--- config.mk ---
export PLATFORM = sky130hd
export DESIGN_NAME = gf_vme_interface
export DESIGN_NICKNAME = d
export VERILOG_FILES = /design/src/hdl/gf_vme_pkg.sv /design/src/hdl/vme_bus_if.sv /design/src/hdl/vme_slave_front.sv /design/src/hdl/vme_config_regs.sv /design/src/hdl/vme_status_regs.sv /design/src/hdl/vme_spy_window.sv /design/src/hdl/gf_vme_interface.sv
export VERILOG_INCLUDE_DIRS = /design/src /design/src/hdl
export SDC_FILE = /design/constraint.sdc
export NUM_CORES = 1
export LEC_CHECK = 0
export BUFFER_PORTS_ARGS = -buffer_cell sky130_fd_sc_hd__clkbuf_2
export CORE_AREA = 2 2 303 305
export DETAILED_ROUTE_END_ITERATION = 8
export DIE_AREA = 0 0 305 307
export SYNTH_ARGS = -nofsm -noshare
export SYNTH_HDL_FRONTEND = slang
export SYNTH_SLANG_ARGS = --single-unit
--- constraint.sdc ---
create_clock -name clk -period 5.4 [get_ports clk]
set_input_delay 0.54 -clock clk [delete_from_list [all_inputs] [get_ports clk]]
set_output_delay 0.54 -clock clk [all_outputs]
set_load 0.02 [all_outputs]
--- src/hdl/gf_vme_cfg.svh ---
`ifndef GF_VME_CFG_SVH
`define GF_VME_CFG_SVH

// bus widths
`define GF_ADDR_W           16
`define GF_DATA_W           32

// page codes in addr[15:8]
`define GF_PAGE_CONFIG      8'h80
`define GF_PAGE_STATUS      8'h81
`define GF_PAGE_SPYCNT      8'h82

// spy windows in addr[15:11], spy number in addr[10:9]
`define GF_SPY_WIN_BASE     5'b10001
`define GF_SPY_DEPTH_W      9
`define GF_NUM_SPY          4

`define GF_FIRMWARE_VERSION 32'h10011102

// ----------------------------------------
// configuration page offsets
// ----------------------------------------
`define GF_CFG_LOCAL_ADD    8'd0
`define GF_CFG_CONTROL      8'd1
`define GF_CFG_DCM          8'd2
`define GF_CFG_CHI2CUT      8'd3
`define GF_CFG_PHIOFF01     8'd4
`define GF_CFG_PHIOFF23     8'd5
`define GF_CFG_SECTORS      8'd6
`define GF_CFG_CDF_MASK     8'd7
`define GF_CFG_SVT_MASK     8'd8

// ----------------------------------------
// status page offsets
// ----------------------------------------
`define GF_ST_FIRMWARE      8'd0
`define GF_ST_GF_STATUS     8'd1
`define GF_ST_LAST50H       8'd2
`define GF_ST_WEDGE0        8'd3
`define GF_ST_WEDGE1        8'd4
`define GF_ST_WEDGE2        8'd5
`define GF_ST_WEDGE3        8'd6
`define GF_ST_ERROR         8'd7

`endif

--- src/hdl/gf_vme_pkg.sv ---
`include "gf_vme_cfg.svh"

package gf_vme_pkg;

	typedef logic [`GF_ADDR_W-1:0] vme_addr_t;
	typedef logic [`GF_DATA_W-1:0] vme_data_t;

	// offset below the page code
	typedef logic [7:0] page_off_t;

	typedef logic [`GF_SPY_DEPTH_W-1:0] spy_idx_t;
	typedef logic [$clog2(`GF_NUM_SPY)-1:0] spy_sel_t;
	typedef logic [1:0] wedge_sel_t;

	typedef enum logic [1:0]
	{
		FRONT_IDLE,
		FRONT_WAIT,
		FRONT_RESP
	} front_state_t;

endpackage

--- src/hdl/vme_bus_if.sv ---
`timescale 1ns/1ps

// one register page hanging off the front end
interface vme_bus_if
	import gf_vme_pkg::*;
();
	logic      req;
	logic      write;
	vme_addr_t addr;
	vme_data_t wdata;
	logic      ack;
	vme_data_t rdata;

	modport master
	(
		output req, write, addr, wdata,
		input  ack, rdata
	);

	modport page
	(
		input  req, write, addr, wdata,
		output ack, rdata
	);
endinterface

--- src/hdl/vme_slave_front.sv ---
`timescale 1ns/1ps
`include "gf_vme_cfg.svh"

module vme_slave_front
	import gf_vme_pkg::*;
(
	input  logic      clk,
	input  logic      rst,
	input  logic      mezzanine_sel,
	input  logic      cmd_valid,
	input  logic      cmd_write,
	input  logic      cmd_mezzanine,
	input  vme_addr_t cmd_addr,
	input  vme_data_t cmd_wdata,
	output logic      cmd_ready,
	output logic      rsp_valid,
	output vme_data_t rsp_rdata,
	input  logic      rsp_ready,
	vme_bus_if.master cfg_bus,
	vme_bus_if.master st_bus,
	vme_bus_if.master spy_bus
);
	logic         mezz_sel_q;
	logic         cmd_take;
	logic         cmd_match;
	logic [7:0]   page_code;
	logic         hit_cfg;
	logic         hit_st;
	logic         hit_spy;
	logic         no_page;
	logic         write_q;
	vme_addr_t    addr_q;
	vme_data_t    wdata_q;
	front_state_t state;

	// mezzanine selection sampled every cycle
	always_ff @(posedge clk)
	begin
		mezz_sel_q <= mezzanine_sel;
	end

	assign cmd_ready = (state == FRONT_IDLE);
	assign rsp_valid = (state == FRONT_RESP);
	assign cmd_take  = cmd_valid && cmd_ready;
	assign cmd_match = (cmd_mezzanine == mezz_sel_q);

	// ----------------------------------------
	// page routing
	// ----------------------------------------
	assign page_code = cmd_addr[`GF_ADDR_W-1 -: 8];
	assign hit_cfg   = (page_code == `GF_PAGE_CONFIG);
	assign hit_st    = (page_code == `GF_PAGE_STATUS);
	assign hit_spy   = (page_code == `GF_PAGE_SPYCNT) ||
		(cmd_addr[`GF_ADDR_W-1 -: 5] == `GF_SPY_WIN_BASE);

	always_ff @(posedge clk)
	begin
		if (rst)
		begin
			state       <= FRONT_IDLE;
			cfg_bus.req <= 1'b0;
			st_bus.req  <= 1'b0;
			spy_bus.req <= 1'b0;
			no_page     <= 1'b0;
		end
		else
		begin
			cfg_bus.req <= 1'b0;
			st_bus.req  <= 1'b0;
			spy_bus.req <= 1'b0;
			no_page     <= 1'b0;
			case (state)
				FRONT_IDLE:
				begin
					// commands for other boards are swallowed here
					if (cmd_take && cmd_match)
					begin
						state       <= FRONT_WAIT;
						cfg_bus.req <= hit_cfg;
						st_bus.req  <= hit_st;
						spy_bus.req <= hit_spy;
						no_page     <= !(hit_cfg || hit_st || hit_spy);
					end
				end
				FRONT_WAIT:
				begin
					if (no_page || cfg_bus.ack || st_bus.ack || spy_bus.ack)
						state <= FRONT_RESP;
				end
				FRONT_RESP:
				begin
					if (rsp_ready)
						state <= FRONT_IDLE;
				end
				default:
					state <= FRONT_IDLE;
			endcase
		end
	end

	always_ff @(posedge clk)
	begin
		if (cmd_take)
		begin
			write_q <= cmd_write;
			addr_q  <= cmd_addr;
			wdata_q <= cmd_wdata;
		end
		// data is frozen once the FSM reaches FRONT_RESP
		if (state == FRONT_WAIT)
		begin
			if (cfg_bus.ack)
				rsp_rdata <= cfg_bus.rdata;
			else if (st_bus.ack)
				rsp_rdata <= st_bus.rdata;
			else if (spy_bus.ack)
				rsp_rdata <= spy_bus.rdata;
			else
				rsp_rdata <= '0;
		end
	end

	assign cfg_bus.write = write_q;
	assign cfg_bus.addr  = addr_q;
	assign cfg_bus.wdata = wdata_q;
	assign st_bus.write  = write_q;
	assign st_bus.addr   = addr_q;
	assign st_bus.wdata  = wdata_q;
	assign spy_bus.write = write_q;
	assign spy_bus.addr  = addr_q;
	assign spy_bus.wdata = wdata_q;
endmodule

--- src/hdl/vme_config_regs.sv ---
`timescale 1ns/1ps
`include "gf_vme_cfg.svh"

module vme_config_regs
	import gf_vme_pkg::*;
(
	input  logic      clk,
	input  logic      rst,
	vme_bus_if.page   bus,
	output vme_data_t local_add,
	output vme_data_t control,
	output vme_data_t dcm,
	output vme_data_t chi2cut,
	output vme_data_t phioffset_w0w1,
	output vme_data_t phioffset_w2w3,
	output vme_data_t sectors,
	output vme_data_t cdf_error_mask,
	output vme_data_t svt_error_mask,
	output logic      dcm_write
);
	page_off_t off;

	assign off = bus.addr[7:0];

	// ----------------------------------------
	// register writes
	// ----------------------------------------
	always_ff @(posedge clk)
	begin
		if (rst)
		begin
			local_add      <= '0;
			control        <= '0;
			dcm            <= '0;
			chi2cut        <= '0;
			phioffset_w0w1 <= '0;
			phioffset_w2w3 <= '0;
			sectors        <= '0;
			cdf_error_mask <= '0;
			svt_error_mask <= '0;
			dcm_write      <= 1'b0;
			bus.ack        <= 1'b0;
		end
		else
		begin
			bus.ack   <= bus.req;
			dcm_write <= 1'b0;
			if (bus.req && bus.write)
			begin
				case (off)
					`GF_CFG_LOCAL_ADD: local_add      <= bus.wdata;
					`GF_CFG_CONTROL:   control        <= bus.wdata;
					`GF_CFG_CHI2CUT:   chi2cut        <= bus.wdata;
					`GF_CFG_PHIOFF01:  phioffset_w0w1 <= bus.wdata;
					`GF_CFG_PHIOFF23:  phioffset_w2w3 <= bus.wdata;
					`GF_CFG_SECTORS:   sectors        <= bus.wdata;
					`GF_CFG_CDF_MASK:  cdf_error_mask <= bus.wdata;
					`GF_CFG_SVT_MASK:  svt_error_mask <= bus.wdata;
					`GF_CFG_DCM:
					begin
						// clock manager reloads on the strobe
						dcm       <= bus.wdata;
						dcm_write <= 1'b1;
					end
					default: ;
				endcase
			end
		end
	end

	// read-back, zero for writes and holes
	always_ff @(posedge clk)
	begin
		bus.rdata <= '0;
		if (bus.req && !bus.write)
		begin
			case (off)
				`GF_CFG_LOCAL_ADD: bus.rdata <= local_add;
				`GF_CFG_CONTROL:   bus.rdata <= control;
				`GF_CFG_DCM:       bus.rdata <= dcm;
				`GF_CFG_CHI2CUT:   bus.rdata <= chi2cut;
				`GF_CFG_PHIOFF01:  bus.rdata <= phioffset_w0w1;
				`GF_CFG_PHIOFF23:  bus.rdata <= phioffset_w2w3;
				`GF_CFG_SECTORS:   bus.rdata <= sectors;
				`GF_CFG_CDF_MASK:  bus.rdata <= cdf_error_mask;
				`GF_CFG_SVT_MASK:  bus.rdata <= svt_error_mask;
				default:           bus.rdata <= '0;
			endcase
		end
	end
endmodule

--- src/hdl/vme_status_regs.sv ---
`timescale 1ns/1ps
`include "gf_vme_cfg.svh"

module vme_status_regs
	import gf_vme_pkg::*;
(
	input  logic            clk,
	input  logic            rst,
	vme_bus_if.page         bus,
	input  vme_data_t       gf_status,
	input  vme_data_t       last_50h,
	input  vme_data_t       error_reg,
	input  vme_data_t [3:0] wedge_status,
	output logic [3:0]      clear_wedge_status,
	output logic            clear_error
);
	page_off_t  off;
	logic       is_wedge;
	wedge_sel_t wsel;

	assign off      = bus.addr[7:0];
	assign is_wedge = (off >= `GF_ST_WEDGE0) && (off <= `GF_ST_WEDGE3);
	// wedge offsets are contiguous
	assign wsel     = wedge_sel_t'(off - `GF_ST_WEDGE0);

	// ----------------------------------------
	// write-to-clear strobes
	// ----------------------------------------
	always_ff @(posedge clk)
	begin
		if (rst)
		begin
			clear_wedge_status <= '0;
			clear_error        <= 1'b0;
			bus.ack            <= 1'b0;
		end
		else
		begin
			bus.ack            <= bus.req;
			clear_wedge_status <= '0;
			clear_error        <= 1'b0;
			if (bus.req && bus.write)
			begin
				if (is_wedge)
					clear_wedge_status <= 4'b0001 << wsel;
				clear_error <= (off == `GF_ST_ERROR);
			end
		end
	end

	// inputs are sampled when the read arrives
	always_ff @(posedge clk)
	begin
		bus.rdata <= '0;
		if (bus.req && !bus.write)
		begin
			if (is_wedge)
				bus.rdata <= wedge_status[wsel];
			else if (off == `GF_ST_FIRMWARE)
				bus.rdata <= `GF_FIRMWARE_VERSION;
			else if (off == `GF_ST_GF_STATUS)
				bus.rdata <= gf_status;
			else if (off == `GF_ST_LAST50H)
				bus.rdata <= last_50h;
			else if (off == `GF_ST_ERROR)
				bus.rdata <= error_reg;
		end
	end
endmodule

--- src/hdl/vme_spy_window.sv ---
`timescale 1ns/1ps
`include "gf_vme_cfg.svh"

module vme_spy_window
	import gf_vme_pkg::*;
(
	input  logic                        clk,
	input  logic                        rst,
	vme_bus_if.page                     bus,
	input  vme_data_t [`GF_NUM_SPY-1:0] spy_counter,
	input  vme_data_t                   spy_word,
	output logic                        spy_read,
	output spy_sel_t                    spy_sel,
	output spy_idx_t                    spy_addr,
	output logic [`GF_NUM_SPY-1:0]      spy_reset
);
	page_off_t off;
	spy_sel_t  cnt_sel;
	logic      in_window;
	logic      cnt_hit;
	logic      win_pend;

	assign off       = bus.addr[7:0];
	assign in_window = (bus.addr[`GF_ADDR_W-1 -: 5] == `GF_SPY_WIN_BASE);
	assign cnt_hit   = !in_window && (off < `GF_NUM_SPY);
	assign cnt_sel   = spy_sel_t'(off);

	// ----------------------------------------
	// window access to the spy memories
	// ----------------------------------------
	// spy number follows window order above the word index
	assign spy_sel  = bus.addr[`GF_SPY_DEPTH_W +: $bits(spy_sel_t)];
	assign spy_addr = bus.addr[`GF_SPY_DEPTH_W-1:0];
	assign spy_read = bus.req && in_window && !bus.write;

	always_ff @(posedge clk)
	begin
		if (rst)
		begin
			win_pend  <= 1'b0;
			spy_reset <= '0;
			bus.ack   <= 1'b0;
		end
		else
		begin
			win_pend  <= spy_read;
			// window reads wait one more edge for the memory word
			bus.ack   <= (bus.req && !spy_read) || win_pend;
			spy_reset <= '0;
			if (bus.req && bus.write && cnt_hit)
				spy_reset <= `GF_NUM_SPY'(1) << cnt_sel;
		end
	end

	always_ff @(posedge clk)
	begin
		if (win_pend)
			bus.rdata <= spy_word;
		else if (bus.req && !bus.write && cnt_hit)
			bus.rdata <= spy_counter[cnt_sel];
		else
			bus.rdata <= '0;
	end
endmodule

--- src/hdl/gf_vme_interface.sv ---
`timescale 1ns/1ps
`include "gf_vme_cfg.svh"

module gf_vme_interface
	import gf_vme_pkg::*;
(
	input  logic                        clk,
	input  logic                        rst,
	input  logic                        mezzanine_sel,
	// host command and response channels
	input  logic                        cmd_valid,
	output logic                        cmd_ready,
	input  logic                        cmd_write,
	input  vme_addr_t                   cmd_addr,
	input  vme_data_t                   cmd_wdata,
	input  logic                        cmd_mezzanine,
	output logic                        rsp_valid,
	input  logic                        rsp_ready,
	output vme_data_t                   rsp_rdata,
	// board configuration
	output vme_data_t                   local_add,
	output vme_data_t                   control,
	output vme_data_t                   dcm,
	output logic                        dcm_write,
	output vme_data_t                   chi2cut,
	output vme_data_t                   phioffset_w0w1,
	output vme_data_t                   phioffset_w2w3,
	output vme_data_t                   sectors,
	output vme_data_t                   cdf_error_mask,
	output vme_data_t                   svt_error_mask,
	// board status
	input  vme_data_t                   gf_status,
	input  vme_data_t                   last_50h,
	input  vme_data_t [3:0]             wedge_status,
	output logic [3:0]                  clear_wedge_status,
	input  vme_data_t                   error_reg,
	output logic                        clear_error,
	// input spy buffers
	input  vme_data_t [`GF_NUM_SPY-1:0] spy_counter,
	input  vme_data_t                   spy_word,
	output logic                        spy_read,
	output spy_sel_t                    spy_sel,
	output spy_idx_t                    spy_addr,
	output logic [`GF_NUM_SPY-1:0]      spy_reset
);
	vme_bus_if cfg_bus ();
	vme_bus_if st_bus ();
	vme_bus_if spy_bus ();

	vme_slave_front vme_slave_front_inst
	(
		.clk           (clk),
		.rst           (rst),
		.mezzanine_sel (mezzanine_sel),
		.cmd_valid     (cmd_valid),
		.cmd_write     (cmd_write),
		.cmd_mezzanine (cmd_mezzanine),
		.cmd_addr      (cmd_addr),
		.cmd_wdata     (cmd_wdata),
		.cmd_ready     (cmd_ready),
		.rsp_valid     (rsp_valid),
		.rsp_rdata     (rsp_rdata),
		.rsp_ready     (rsp_ready),
		.cfg_bus       (cfg_bus.master),
		.st_bus        (st_bus.master),
		.spy_bus       (spy_bus.master)
	);

	vme_config_regs vme_config_regs_inst
	(
		.clk            (clk),
		.rst            (rst),
		.bus            (cfg_bus.page),
		.local_add      (local_add),
		.control        (control),
		.dcm            (dcm),
		.chi2cut        (chi2cut),
		.phioffset_w0w1 (phioffset_w0w1),
		.phioffset_w2w3 (phioffset_w2w3),
		.sectors        (sectors),
		.cdf_error_mask (cdf_error_mask),
		.svt_error_mask (svt_error_mask),
		.dcm_write      (dcm_write)
	);

	vme_status_regs vme_status_regs_inst
	(
		.clk                (clk),
		.rst                (rst),
		.bus                (st_bus.page),
		.gf_status          (gf_status),
		.last_50h           (last_50h),
		.error_reg          (error_reg),
		.wedge_status       (wedge_status),
		.clear_wedge_status (clear_wedge_status),
		.clear_error        (clear_error)
	);

	vme_spy_window vme_spy_window_inst
	(
		.clk         (clk),
		.rst         (rst),
		.bus         (spy_bus.page),
		.spy_counter (spy_counter),
		.spy_word    (spy_word),
		.spy_read    (spy_read),
		.spy_sel     (spy_sel),
		.spy_addr    (spy_addr),
		.spy_reset   (spy_reset)
	);
endmodule

==> summary.txt <==
Placement
  • Detailed Place HPWL: 94,450 um
  • Final GP Congestion: 0.9128
  • Post-DP Area: 26,100 um2
  • Count of input and output buffers: 782

Drt
  • Post-detailed-route DRC marker count: 0
  • Vias per cell: 5.154
  • Antenna-violating nets left: 0
  • Routed wirelength normalized by instance count: 29.45 um
  • Total vias in the final route: 22.01k
  • Total wirelength of the detailed-routed design: 125,700 um
  • Number of DRC markers in iteration 0: 2,498
  • Length of the first detailed-routing pass in iterations: 9

Floorplanning
  • Die Width: 305 um
  • Initial cell density of the core: 23.30%
  • Die boundary height: 307 um
  • Die Area: 93,640 um2
  • Core Rows: 111
  • Core region area: 90,690 um2
  • Top Ports: 783

Synth
  • Post-Synth Adder-Cell Area: 0.2368%
  • Cell Area, Synth: 21,140 um2
  • Area share of and/or/nand/nor cells after synthesis: 16.95%
  • Mean cell area of the mapped netlist: 8.910 um2
  • Synthesized Nets: 2,815
  • Xor-xnor portion of the synthesized cell area: 0.04144%
  • Post-synthesis sequential area ratio: 49.87%
  • Ranking of synthesized cells by area: sky130_fd_sc_hd__dfxtp_1 38%, sky130_fd_sc_hd__nand2_1 12%, sky130_fd_sc_hd__edfxtp_1 12%
  • Cell count after synthesis: 2,372
  • Flops & latches, synth: 486
  • Dominant synthesized flop cell: sky130_fd_sc_hd__dfxtp_1
  • Post-synth top area share: 38.36%
  • Number of distinct library cell variants in the gate-level netlist after synthesis: 55
  • Fraction of registers with async set/reset: 0%
  • Yosys synthesis warning count: 0
  • Number of enable-type register cells in the synthesized netlist: 81
  • Post-synthesis compound-gate area fraction: 19.82%
  • Portion of netlist area occupied by mux cells: 7.412%
  • Largest family of logic cells by synthesized area: compound AO/OA/AOI/OAI gates
  • Yosys top cell by area: sky130_fd_sc_hd__dfxtp_1

Cells and area
  • Layout-stage area growth over the synthesis result: 32.47%
  • Filler cell count in the final layout: 9,662
  • Layout Cell Area excl Fill: 28,000 um2
  • Most used cells in the layout excluding fill and tap cells: 781 x sky130_fd_sc_hd__clkbuf_2, 685 x sky130_fd_sc_hd__nand2_1, 402 x sky130_fd_sc_hd__dfxtp_1, 326 x sky130_fd_sc_hd__a21oi_1, 81 x sky130_fd_sc_hd__edfxtp_1
  • Finished Core Util: 30.87%
  • Leading cell type in the layout, fill and taps excluded: sky130_fd_sc_hd__clkbuf_2
  • Register area: 10,540 um2
  • Footprint of the multi-input gates: 9589 um2
  • # nets final: 3,461
  • Ratio of cells with drive above 1 in the final layout: 33.80%

Clocking
  • CTS HTree Levels: 2
  • Post-CTS Hold Fix Bufs: 1
  • CTS Root Cell: sky130_fd_sc_hd__clkbuf_16
  • Setup repair bufs after CTS: 0
  • Clock sink total: 486
  • Clock transition at path regs: 60 ps
  • CTS tree: done
  • Total CTS buffers: 59
  • Clock insertion delay at the later pin of the skew report: 670 ps
  • PostCTS Resize Cnt: 0
  • Maximum root-to-sink buffer count: 3

Timing
  • Share of the clock period used by the worst path after layout: 65.00%
  • Clock Skew: 26.81 ps
  • Slew HR: 20.64%
  • Final setup viols: 0
  • Final worst path period need: 3510 ps
  • Worst hold slack across all endpoints: 49.24 ps
  • Highest Clock Rate: 0.2849 GHz
  • Total Negative Setup Slacks: 0 ps
  • Final number of max-transition violations: 0
  • Transition time at the pin with the least slew margin: 1185 ps
  • Setup repair after global routing missed its margin: no
  • Endpoints failing hold: 0

GRT
  • First-pass GRT wire length: 169,200 um
  • GR Util All Layers: 25.69%
  • Via count of the first global-routing pass: 20.57k
  • Antenna violations before repair: 44
  • Largest net degree at the start of global routing: 165
  • Global-route congestion overflow total: 0

Worst setup path
  • Top cell family by delay on the critical path: simple AND/OR/NAND/NOR gates
  • Ordered cell list for the critical path: inv_1 -> ha_2 -> buf_4 -> nor3_1 -> or4_1 -> and2_1 -> a32o_1
  • Biggest fanout along the worst timing path: 29
  • Type of element capturing the critical path: register
  • Req. time, crit path: 5940 ps
  • CP max stage cell: sky130_fd_sc_hd__or4_1
  • WP data arrival: 4050 ps
  • Category of the worst setup path launch point: register
  • Buffer and inverter count on the worst path: 2
  • Worst stage delay on the critical path: 790 ps
  • Category of the critical setup timing path: reg -> reg

Min path
  • Hold crit path type: in -> reg

Pwr
  • Final total power: 0.008432 W
  • Leakage power figure: 10.58 nW
  • Cell area power density: 301.2 nW/um2
  • Maximum vdd ir drop: 0.2305 mV

Run
  • # Max-Cap Violations: 0

Outcome
  • Outcome: completed
report_power, final:
group | switching [W] | internal [W] | total, W
sequential | 0.0000802 | 0.00373 | 0.00381
clock | 0.00175 | 0.00216 | 0.00391
combinational | 0.000431 | 0.000279 | 0.000710
synthesized netlist by cell type (6+ instances only):
library cell                  n
sky130_fd_sc_hd__a22oi_1     59
sky130_fd_sc_hd__nand4_1      6
sky130_fd_sc_hd__buf_2       28
sky130_fd_sc_hd__a222oi_1    46
sky130_fd_sc_hd__edfxtp_1    81
sky130_fd_sc_hd__nand2_1    687
sky130_fd_sc_hd__a31oi_1     35
sky130_fd_sc_hd__clkbuf_1   199
sky130_fd_sc_hd__nor2_1      25
sky130_fd_sc_hd__a32o_1      15
sky130_fd_sc_hd__dfxtp_1    405
sky130_fd_sc_hd__a21o_1      25
sky130_fd_sc_hd__nand2b_1     7
sky130_fd_sc_hd__nor4_2       6
sky130_fd_sc_hd__mux4_2      64
sky130_fd_sc_hd__o21a_1       6
sky130_fd_sc_hd__o21ai_0     66
sky130_fd_sc_hd__o31ai_1     12
sky130_fd_sc_hd__o2bb2ai_1   15
sky130_fd_sc_hd__or3_1        6
sky130_fd_sc_hd__or2_2        7
sky130_fd_sc_hd__o22a_1      18
sky130_fd_sc_hd__o32a_1       8
sky130_fd_sc_hd__mux2i_1      8
sky130_fd_sc_hd__a21oi_1    326
sky130_fd_sc_hd__nand3_1     52
sky130_fd_sc_hd__buf_4       13
sky130_fd_sc_hd__nor3_1      17
sky130_fd_sc_hd__a2bb2oi_1   13
sky130_fd_sc_hd__inv_1       43
sky130_fd_sc_hd__nor2b_1     10
area by class of cell:
type                    instances  area share [%]
diodes                         16          0.1430
clock buffers                  83           5.810
clock inverters                28          0.7999
inverters                      43          0.5765
multi-input cells            1595           34.25
flip-flops and latches        486           37.66
well taps                    1186           5.300
repair buffers                833           15.46
metrics by stage:
stage | std cells | worst slack [ps]
global placement | 4141 | 1966
global route | 4266 | 1661
CTS | 4254 | 1807
floorplan | 2372 | 161.6
detailed placement | 4142 | 1934
finish | 4270 | 1890
kinds of logic after synthesis:
family / count (synthesis)
and+or+nand+nor: 853
AOI/OAI and AO/OA: 661
DFF: 486
buffers and inverters: 291
muxes: 76
adders and majority gates: 4
xor gates and xnor gates: 1
worst reg2reg max path, stage by stage (launching register included):
cell and delay, ps:
sky130_fd_sc_hd__edfxtp_1 590, sky130_fd_sc_hd__inv_1 330, sky130_fd_sc_hd__ha_2 260, sky130_fd_sc_hd__buf_4 470, sky130_fd_sc_hd__nor3_1 120, sky130_fd_sc_hd__or4_1 790
sky130_fd_sc_hd__and2_1 500, sky130_fd_sc_hd__a32o_1 340
layer usage:
metal  vias up  global-route usage, %  part of all wire (%)
met4         8                  10.25                   4.9
met2      1319                  43.30                    48
met1     10710                  31.57                    39
met3       264                  6.023                   8.5
li1       9709                      -                     -
met5         -                      0                 0.042
state kept, by name (all words and copies together), names as in the netlist, 2 cells and up:
signal,count
vme_status_regs_inst.bus.rdata,32
vme_spy_window_inst.spy_reset,4
vme_slave_front_inst.cfg_bus.addr,16
vme_config_regs_inst.chi2cut,32
vme_config_regs_inst.cdf_error_mask,32
vme_config_regs_inst.dcm,32
vme_slave_front_inst.rsp_rdata,32
vme_status_regs_inst.clear_wedge_status,4
vme_config_regs_inst.sectors,32
vme_config_regs_inst.svt_error_mask,32
vme_config_regs_inst.phioffset_w2w3,32
vme_spy_window_inst.bus.rdata,32
vme_config_regs_inst.bus.rdata,32
vme_slave_front_inst.state,2
vme_config_regs_inst.phioffset_w0w1,32
vme_config_regs_inst.local_add,32
vme_config_regs_inst.control,32
vme_slave_front_inst.cfg_bus.wdata,32
worst paths after layout:
| path | from | to | slack [ps] | depth (start not counted) |
|---|---|---|---|---|
| max reg2reg | vme_slave_front_inst.cfg_bus.addr[0]$_DFFE_PP_ | vme_status_regs_inst.bus.rdata[30]$_SDFF_PN0_ | 1890 | 7 |
| max | vme_slave_front_inst.cfg_bus.addr[0]$_DFFE_PP_ | vme_status_regs_inst.bus.rdata[30]$_SDFF_PN0_ | 1890 | 7 |
| min reg2reg | vme_config_regs_inst.svt_error_mask[30]$_SDFFE_PP0P_ | vme_config_regs_inst.svt_error_mask[30]$_SDFFE_PP0P_ | 470 | 2 |
| min | cmd_wdata[19] | vme_slave_front_inst.cfg_bus.wdata[19]$_DFFE_PP_ | 50 | 1 |
(Power assumes the default switching activity.)
